`config.mk`:
```
export PLATFORM = sky130hd
export DESIGN_NAME = activation_trainer
export DESIGN_NICKNAME = d
export VERILOG_FILES = /design/src/trainer_pkg.sv /design/src/activation_derivative.sv /design/src/operand_align.sv /design/src/gradient_accumulator.sv /design/src/activation_trainer.sv
export SDC_FILE = /design/constraint.sdc
export NUM_CORES = 2
export LEC_CHECK = 0
export ABC_CLOCK_PERIOD_IN_PS = 20000
export BUFFER_PORTS_ARGS = -buffer_cell sky130_fd_sc_hd__buf_2
export CAP_MARGIN = 15
export CORE_MARGIN = 3
export CORE_UTILIZATION = 63
export DETAILED_ROUTE_END_ITERATION = 6
export PLACE_DENSITY = 0.8
export REMOVE_ABC_BUFFERS = 1
export SYNTH_ARGS = -nofsm -noshare
export SYNTH_HDL_FRONTEND = slang
export SYNTH_SLANG_ARGS = --single-unit
```
`constraint.sdc`:
```
create_clock -name CLK -period 20 [get_ports CLK]
set_input_delay 2 -clock CLK [delete_from_list [all_inputs] [get_ports CLK]]
set_output_delay 2 -clock CLK [all_outputs]
set_load 0.02 [all_outputs]
```
`src/trainer_pkg.sv`:
```
// Activation trainer shared definitions
// Fixed point format, stream element types and the truncating multiply
// used by the derivative pipeline and the gradient sums

package trainer_pkg;

  ////////////////////////////////////////
  // Fixed point format
  ////////////////////////////////////////

  parameter int DATA_W = 16;  // Word width
  parameter int FRAC_W = 8;   // Fraction bits
  parameter int IDX_FIELD_W = 8;  // Index field, room for 256 elements

  typedef logic signed [DATA_W-1:0] fix_t;
  typedef logic [IDX_FIELD_W-1:0] idx_t;

  parameter fix_t ONE_FIX = fix_t'(1 << FRAC_W);  // 1.0

  ////////////////////////////////////////
  // Stream element types
  ////////////////////////////////////////

  // One input element, 80 bits
  typedef struct packed {
    fix_t a;   // Activation
    fix_t i;   // Input gate
    fix_t ds;  // State gradient
    fix_t x;   // Input vector element
    fix_t h;   // Hidden output element
  } sample_t;

  // Operands that meet da in the accumulator
  typedef struct packed {
    fix_t x;
    fix_t h_prev;     // h of the previous step, same index
    logic has_prev;   // Previous step exists
    idx_t idx;        // Element index
  } aligned_t;

  // One output element, 48 bits
  typedef struct packed {
    fix_t dw;
    fix_t du;
    fix_t db;
  } grad_t;

  // Signed product, truncated by an arithmetic shift
  function automatic fix_t fix_mul(fix_t op_a, fix_t op_b);
    logic signed [2*DATA_W-1:0] prod;
    logic signed [2*DATA_W-1:0] shifted;
    prod = op_a * op_b;
    shifted = prod >>> FRAC_W;
    return shifted[DATA_W-1:0];  // Upper bits dropped, wraps
  endfunction

endpackage

```
`src/activation_derivative.sv`:
```
// Activation derivative pipeline
// da = ds * i * (1 - a^2) in three register stages
// A valid bit rides along, so a new element may enter every cycle

`timescale 1ns/1ps

module activation_derivative (
  input  logic               CLK,
  input  logic               RST,
  input  logic               in_valid,
  input  trainer_pkg::fix_t  a,
  input  trainer_pkg::fix_t  i,
  input  trainer_pkg::fix_t  ds,
  output logic               da_valid,
  output trainer_pkg::fix_t  da
);

  ////////////////////////////////////////
  // Stage registers
  ////////////////////////////////////////

  logic              s1_valid;
  logic              s2_valid;
  trainer_pkg::fix_t s1_a_sq;   // a^2
  trainer_pkg::fix_t s1_i;
  trainer_pkg::fix_t s1_ds;
  trainer_pkg::fix_t s2_gate;   // (1 - a^2) * i
  trainer_pkg::fix_t s2_ds;
  trainer_pkg::fix_t one_minus; // 1 - a^2, wraps

  assign one_minus = trainer_pkg::fix_t'(trainer_pkg::ONE_FIX - s1_a_sq);

  // Valid chain
  always_ff @(posedge CLK or posedge RST) begin
    if (RST) begin
      s1_valid <= 1'b0;
      s2_valid <= 1'b0;
      da_valid <= 1'b0;
    end else begin
      s1_valid <= in_valid;
      s2_valid <= s1_valid;
      da_valid <= s2_valid;  // Three cycles after the strobe
    end
  end

  ////////////////////////////////////////
  // Datapath
  ////////////////////////////////////////

  always_ff @(posedge CLK) begin
    // Stage 1, square and hold the gate operands
    s1_a_sq <= trainer_pkg::fix_mul(a, a);
    s1_i    <= i;
    s1_ds   <= ds;

    // Stage 2
    s2_gate <= trainer_pkg::fix_mul(one_minus, s1_i);
    s2_ds   <= s1_ds;

    // Stage 3, scale by the state gradient
    da <= trainer_pkg::fix_mul(s2_gate, s2_ds);
  end

endmodule

```
`src/operand_align.sv`:
```
// Operand alignment for the gradient sums
// Tracks the element index, keeps h of the previous time step and
// delays x, h_prev and flush so they meet da in the same cycle

`timescale 1ns/1ps

module operand_align #(
  parameter int NUM_ELEM = 8,
  parameter int IDX_W    = 3
) (
  input  logic                  CLK,
  input  logic                  RST,
  input  logic                  start,
  input  logic                  in_valid,
  input  logic                  flush,
  input  trainer_pkg::sample_t  sample,
  output trainer_pkg::aligned_t aligned,
  output logic                  flush_aligned
);

  logic [IDX_W-1:0]      cnt;        // Element index of the next strobe
  logic                  step_seen;  // One full step done
  logic                  cnt_last;
  trainer_pkg::fix_t     h_mem [NUM_ELEM];  // h of the last step
  trainer_pkg::aligned_t stage [3];  // Matches the derivative depth
  logic [2:0]            flush_pipe;

  assign cnt_last = (cnt == IDX_W'(NUM_ELEM - 1));

  ////////////////////////////////////////
  // Index and step tracking
  ////////////////////////////////////////

  always_ff @(posedge CLK or posedge RST) begin
    if (RST) begin
      cnt       <= '0;
      step_seen <= 1'b0;
    end else if (start) begin
      cnt       <= '0;  // New run, no history
      step_seen <= 1'b0;
    end else if (in_valid) begin
      if (cnt_last) begin
        cnt       <= '0;
        step_seen <= 1'b1;  // Next step pairs with this one
      end else begin
        cnt <= cnt + 1'b1;
      end
    end
  end

  // Flush travels with the data stages
  always_ff @(posedge CLK or posedge RST) begin
    if (RST) begin
      flush_pipe <= '0;
    end else begin
      flush_pipe <= {flush_pipe[1:0], flush};
    end
  end

  ////////////////////////////////////////
  // History memory and operand delay
  ////////////////////////////////////////

  always_ff @(posedge CLK) begin
    stage[0].x        <= sample.x;
    stage[0].h_prev   <= h_mem[cnt];  // Old entry, read before write
    stage[0].has_prev <= step_seen;
    stage[0].idx      <= trainer_pkg::idx_t'(cnt);
    stage[1] <= stage[0];
    stage[2] <= stage[1];
    if (in_valid) h_mem[cnt] <= sample.h;
  end

  assign aligned       = stage[2];
  assign flush_aligned = flush_pipe[2];

endmodule

```
`src/gradient_accumulator.sv`:
```
// Gradient accumulator
// Per element sums of dW, dU and db over all time steps
// A flush streams every element out, then ready pulses once

`timescale 1ns/1ps

module gradient_accumulator #(
  parameter int NUM_ELEM = 8,
  parameter int IDX_W    = 3
) (
  input  logic                  CLK,
  input  logic                  RST,
  input  logic                  start,
  input  logic                  da_valid,
  input  logic                  flush_aligned,
  input  trainer_pkg::fix_t     da,
  input  trainer_pkg::aligned_t aligned,
  output logic                  result_valid,
  output trainer_pkg::grad_t    result,
  output logic [IDX_W-1:0]      result_idx,
  output logic                  ready
);

  ////////////////////////////////////////
  // Sum storage
  ////////////////////////////////////////

  trainer_pkg::fix_t sum_w [NUM_ELEM];
  trainer_pkg::fix_t sum_u [NUM_ELEM];
  trainer_pkg::fix_t sum_b [NUM_ELEM];

  logic [IDX_W-1:0]  wr_idx;    // Target element
  trainer_pkg::fix_t prod_x;    // da * x
  trainer_pkg::fix_t prod_h;    // da * h_prev
  logic [IDX_W-1:0]  rd_sel;    // Element loaded into result
  logic              rd_load;
  logic              last_idx;

  assign wr_idx = aligned.idx[IDX_W-1:0];
  assign prod_x = trainer_pkg::fix_mul(da, aligned.x);
  assign prod_h = trainer_pkg::fix_mul(da, aligned.h_prev);

  always_ff @(posedge CLK or posedge RST) begin
    if (RST) begin
      for (int e = 0; e < NUM_ELEM; e++) begin
        sum_w[e] <= '0;
        sum_u[e] <= '0;
        sum_b[e] <= '0;
      end
    end else if (start) begin
      for (int e = 0; e < NUM_ELEM; e++) begin
        sum_w[e] <= '0;  // Drop the previous run
        sum_u[e] <= '0;
        sum_b[e] <= '0;
      end
    end else if (da_valid) begin
      sum_w[wr_idx] <= sum_w[wr_idx] + prod_x;  // Sums wrap
      if (aligned.has_prev) begin
        sum_u[wr_idx] <= sum_u[wr_idx] + prod_h;  // da(t+1) with h(t)
      end
      sum_b[wr_idx] <= sum_b[wr_idx] + da;
    end
  end

  ////////////////////////////////////////
  // Readout
  ////////////////////////////////////////

  assign last_idx = (result_idx == IDX_W'(NUM_ELEM - 1));
  assign rd_load  = flush_aligned || (result_valid && !last_idx);
  assign rd_sel   = flush_aligned ? '0 : result_idx + 1'b1;

  // Readout control
  always_ff @(posedge CLK or posedge RST) begin
    if (RST) begin
      result_valid <= 1'b0;
      result_idx   <= '0;
      ready        <= 1'b0;
    end else begin
      ready <= 1'b0;  // Single cycle pulse
      if (flush_aligned) begin
        result_valid <= 1'b1;
        result_idx   <= '0;
      end else if (result_valid) begin
        if (last_idx) begin
          result_valid <= 1'b0;
          ready        <= 1'b1;  // Cycle after the last element
        end else begin
          result_idx <= result_idx + 1'b1;
        end
      end
    end
  end

  // Result payload, one element per cycle
  always_ff @(posedge CLK) begin
    if (rd_load) begin
      result.dw <= sum_w[rd_sel];
      result.du <= sum_u[rd_sel];
      result.db <= sum_b[rd_sel];
    end
  end

endmodule

```
`src/activation_trainer.sv`:
```
// Activation trainer top level
// Streams the activation stage gradients dW, dU and db
// The derivative pipeline and the operand alignment run side by side
// and meet in the accumulator

`timescale 1ns/1ps

module activation_trainer #(
  parameter int NUM_ELEM = 8
) (
  input  logic                 CLK,
  input  logic                 RST,
  input  logic                 start,
  input  logic                 sample_valid,
  input  logic                 flush,
  input  trainer_pkg::sample_t sample,
  output logic                 result_valid,
  output trainer_pkg::grad_t   result,
  output logic [((NUM_ELEM > 1) ? $clog2(NUM_ELEM) : 1)-1:0] result_idx,
  output logic                 ready
);

  localparam int IDX_W = (NUM_ELEM > 1) ? $clog2(NUM_ELEM) : 1;

  logic                  da_valid;
  trainer_pkg::fix_t     da;
  trainer_pkg::aligned_t aligned;
  logic                  flush_aligned;

  ////////////////////////////////////////
  // Two parallel three cycle paths
  ////////////////////////////////////////

  activation_derivative u_deriv (
    .CLK      (CLK),
    .RST      (RST),
    .in_valid (sample_valid),
    .a        (sample.a),
    .i        (sample.i),
    .ds       (sample.ds),
    .da_valid (da_valid),
    .da       (da)
  );

  operand_align #(
    .NUM_ELEM (NUM_ELEM),
    .IDX_W    (IDX_W)
  ) u_align (
    .CLK           (CLK),
    .RST           (RST),
    .start         (start),
    .in_valid      (sample_valid),
    .flush         (flush),
    .sample        (sample),
    .aligned       (aligned),
    .flush_aligned (flush_aligned)
  );

  // Sums and readout
  gradient_accumulator #(
    .NUM_ELEM (NUM_ELEM),
    .IDX_W    (IDX_W)
  ) u_accum (
    .CLK           (CLK),
    .RST           (RST),
    .start         (start),
    .da_valid      (da_valid),
    .flush_aligned (flush_aligned),
    .da            (da),
    .aligned       (aligned),
    .result_valid  (result_valid),
    .result        (result),
    .result_idx    (result_idx),
    .ready         (ready)
  );

endmodule

```
Word level (Yosys, flattened, before mapping)
Memories as Yosys holds them, arrays and structs flattened.
Index checks and enable logic that the tools add are counted.
{"block": "classes", "addsub": 6, "multipliers": 5, "order_cmp": 3, "eq_ne": 3, "n_mux": 48, "bitwise": 2, "reduce_logical": 12}
{"op": "$mux 128", "count": 7}
{"op": "$bwmux 128", "count": 3}
{"op": "$bmux 16 s3", "count": 6}
{"op": "$mux 16", "count": 13}
{"op": "$mul 16x16->24", "count": 5}
{"op": "$add 16x16->16", "count": 3}
{"op": "$demux 16 s3", "count": 1}
{"op": "$mux 3", "count": 7}
{"op": "$sub 10x16->16 const A", "count": 1}
{"op": "$mux 1", "count": 11}
{"op": "$reduce_bool 2->1", "count": 5}
{"op": "$ge 4x4->1 const B", "count": 2}
{"op": "$not 3->4", "count": 2}
{"op": "$add 3x1->3 const B", "count": 2}
{"op": "$eq 3x3->1 const B", "count": 2}
{"op": "$reduce_and 2->1", "count": 3}
{"op": "$lt 4x1->1 const B", "count": 1}
{"op": "$logic_and 1x1->1", "count": 2}
{"op": "$ne 2x2->1 const B", "count": 1}
{"op": "$logic_not 1->1", "count": 1}
{"op": "$logic_or 1x1->1", "count": 1}
{"block": "totals", "ff_bits": 543, "ram_bits": 251, "input_bits": 85, "out_inout_bits": 53, "word_cells": 123, "n_memories": 2}
{"memory": "u_align.h_mem", "words": 8, "width": 16, "rd": 1, "rd_clocked_by_memory_dff": 0, "wr": 1, "line_no": "operand_align.sv:24", "text": "trainer_pkg::fix_t h_mem [NUM_ELEM];"}
{"memory": "u_align.stage", "words": 3, "width": 41, "rd": 3, "rd_clocked_by_memory_dff": 0, "wr": 3, "line_no": "operand_align.sv:25", "text": "trainer_pkg::aligned_t stage [3];"}

Logic depth before layout (Yosys ltp)
{"block": "depth", "ltp_word": 9, "depth_mapped": 32, "mapped_depth_nobuf": 30}

Cells and area by module
A second synthesis with hierarchy kept.
{"block": "unflattened", "cells_unflattened": 6468, "hier_area_um2": 68284.2}
{"mod": "gradient_accumulator", "n_inst": 1, "cells_per_inst": 3573, "area_each_um2": 37145.6, "seq_area_each_um2": 11175.7}
{"mod": "activation_derivative", "n_inst": 1, "cells_per_inst": 2525, "area_each_um2": 23441.2, "seq_area_each_um2": 1996.9}
{"mod": "operand_align", "n_inst": 1, "cells_per_inst": 370, "area_each_um2": 7697.4, "seq_area_each_um2": 6180.9}

Worst setup path before layout
Ideal clock, no wire load.
{"block": "synth_timing", "path_type": "input-to-reg", "startpoint": "in sample[65] in the netlist's numbering", "endpoint": "reg u_deriv.s1_a_sq[15]", "setup_ps": 72, "arrival_ps": 7318, "required_time_ps": 19928, "setup_slack_ps": 12610, "path_stages": 21, "path_buffers": 2, "cell_sequence": "clkbuf_1 clkbuf_1 nand2_1 fa_1 inv_1 fa_1 inv_1 fa_1 inv_1 fa_1 inv_1 fa_1 inv_1 fa_1 ha_1 or4_1 o211ai_1 nand3_1 a31o_2 a21oi_1 xnor2_1"}
{"block": "synth_between", "elab_chain_len": 1}
{"element": "start: declaration", "line_no": "activation_trainer.sv:16", "text": "input trainer_pkg::sample_t sample,"}
{"element": "$mul 16x16->24", "line_no": "trainer_pkg.sv:52", "text": "prod = op_a * op_b;"}
{"element": "end signal: assignment", "line_no": "activation_derivative.sv:52", "text": "s1_a_sq <= trainer_pkg::fix_mul(a, a);"}
{"element": "end: declaration", "line_no": "activation_derivative.sv:24", "text": "trainer_pkg::fix_t s1_a_sq;"}
Every way passes these cells.
A chain may end at the register's enable or synchronous reset.

==> out/results.ini <==
[die]
io-pin-count=138
initial_utilization=0.6378
core_area_um2=105700
rows=119
die_x_um=333.2
die_h_um=333.2
design.die.area_um2=111000

[yosys]
synth_top_family_by_area=adder cells
synth_top_area_frac=0.2717
ys_async_sr_fraction=0.5122
ys_seq_elements=779
synth_common_cells=inv_1 (1173), fa_1 (915), nand2_1 (650), and2_1 (427)
netlist_area_um2=67430
synthMuxAreaShare=0.03314
ys_seq_area_frac=0.2870
synth-main-ff-cell=dfrtp_1
yosysMostFrequentCell=inv_1
synth_compound_area_frac=0.1102
synth_fa_ha_area_frac=0.3457
synth_edf_count=176
synth_warnings=0
netlist_instances=6424
synth_area_leader_cell=fa_1
yosys.area_share.simple=0.1091
synth_xor_area_frac=0.03025
postSynthAreaPerCell_um2=10.50
netlist_top_cells_area=fa_1 (27%), dfrtp_1 (15%), edfxtp_1 (7.8%)
synth_cell_types=80

[cells_and_area]
fin_area_um2=72440
area_delta_synth_final_pct=7.426
nets=7785
drive_above_1_share=0.08100

[timing]
min_period_ps=8599
tns_ps=0
fin_crit_sh=0.4299
whs_ps=310.8
rsz0062_at_grt=false
clock_skew_ps=29.25
slew-limit-headroom=0.1882
setup-violations-final=0
tightest_slew_ps=1209
finalMaxSlewViolations=0
max_freq_ghz=0.1163
finalHoldViolCount=0

[clock_network]
root_buffer=clkbuf_16
cts_tree=done
cts_resized=0
clock_sinks=779
cts_setup_buffers=0
clk_latency_ps=690
clk_pin_slew_ps=70
clockBufferDepth=3
htreeDepth=3
cts-buffers-inserted=85
ctsHoldBuffers=0

[grt]
grt_max_degree=126
grt_util_all_layers=0.3250
antenna_found_initial=19
overflow=0
grt_pass1_wl_um=285600
grt_pass1_vias=52830

[setup_path]
cpMostUsedCell=fa_1
start_kind=flop
critical_path.max_stage_delay_ps=780
cpMaxStageDelayCell=o41ai_1
worstPathRequired_ps=20600
critPathArrivalTime_ps=9200
critPathCaptureType=flop
worst-setup-path-type=flop to flop
worstPathMaxFanout=15

[routing]
wl_per_cell_um=22.50
routed-via-count=49040
wl_um=176800
drtAntennaViolNets=0
drt-initial-drc-count=4977
dr.pass1.iters=7
drc=0
vias_per_cell=6.239

[placement]
port_buffers=137
place_congestion=0.8907
dp_hpwl_um=119100
dpl_cell_area_um2=69450

[worst_hold_path]
hold_class=flop to flop

[flow_run]
max-cap-violations=0

[run_status]
status=complete, no violations

[logic make-up (layout without fill, tap and decap cells)]
logic type / after synthesis / after routing
xor+xnor: 229 / 229
simple gates: 1490 / 1490
other cells: 0 / 11
buf+inv: 1516 / 1549
mux: 121 / 121
fa+ha+maj: 1314 / 1314
flops: 779 / 779
compound gates: 975 / 975
[critical path: cells and delay by family (launching register included)]
kind                       cells  cell delay [ps]
AOI/OAI and AO/OA              9             2830
and+or+nand+nor                7              890
adders and majority gates      8             3370
buffers and inverters          3              130
xor gates and xnor gates       2              560
DFF                            1              710
[layer usage]
metal  vias to the layer above  routed length [um]  GRT usage
met5                         -                  89          0
met4                        14               10480     0.1692
met3                       696               17370    0.07147
met2                      2829               83830     0.5259
met1                     24710               65070     0.4148
li1                      20790                   -          -
[state kept, by name, summed over array words and instances (netlist names), 48 cells and up]
signal	flops
u_accum.result	48
u_accum.sum_b	128
u_accum.sum_u	128
u_accum.sum_w	128
u_align.h_mem	128
u_align.stage	108
[layout by cell type, fill, tap and decap left out, drive strengths merged, types with 19 or more instances in the layout]
| master | count |
|---|---|
| nand3 | 20 |
| and3 | 19 |
| nand4 | 52 |
| nand2 | 652 |
| xor2 | 47 |
| fa | 915 |
| clkinv | 27 |
| dfrtp | 399 |
| nand2b | 47 |
| clkbuf | 115 |
| edfxtp | 176 |
| a211oi | 85 |
| nor2 | 135 |
| xnor2 | 182 |
| ha | 399 |
| buf | 217 |
| a22oi | 215 |
| a221oi | 19 |
| a22o | 328 |
| dfxtp | 204 |
| and2 | 430 |
| a21oi | 72 |
| a21o | 68 |
| nor3b | 30 |
| o21ai | 86 |
| nor3 | 53 |
| mux4 | 80 |
| inv | 1180 |
| mux2i | 23 |
[final timing paths]
kind / end / slack [ps] / from / cells after the start
setup / recovery: u_accum.sum_w[15]$_DFFE_PP0P_ / 11400 / u_align.stage[0][108]$_DFF_P_ / 29
hold / removal: u_align.stage[0][92]$_DFF_P_ / 310 / u_align.stage[0][51]$_DFF_P_ / 0
setup reg to reg: u_accum.sum_w[15]$_DFFE_PP0P_ / 11400 / u_align.stage[0][108]$_DFF_P_ / 29
hold reg to reg: u_align.stage[0][92]$_DFF_P_ / 310 / u_align.stage[0][51]$_DFF_P_ / 0
max in group asynchronous: u_accum.sum_w[68]$_DFFE_PP0P_ / 16000 / RST / 4
min in group asynchronous: u_align.flush_pipe[1]$_DFF_PP0_ / 1490 / RST / 2
[final cells by class]
cell class	instances	area [um2]
fill	7600	33280
sequential	779	19360
tap	1391	1740
antenna	11	27.53
clock buffer	115	2407
multi-input combinational	4129	42650
timing repair buffer	217	1286
clock inverter	43	553.0
inverter	1174	4414
[per-stage QoR]
step,instances,utilization,setup WS [ps]
finish,7859,0.6852,11400
global route,7855,0.6851,10840
CTS,7848,0.6849,11540
detailed placement,7690,0.6569,11570
global placement,7690,0.6569,11660
floorplan,6082,-,6904
Power is left out: the tool's default activity adds up to more than one toggle a clock period on the data nets, which glitch-free logic cannot reach.
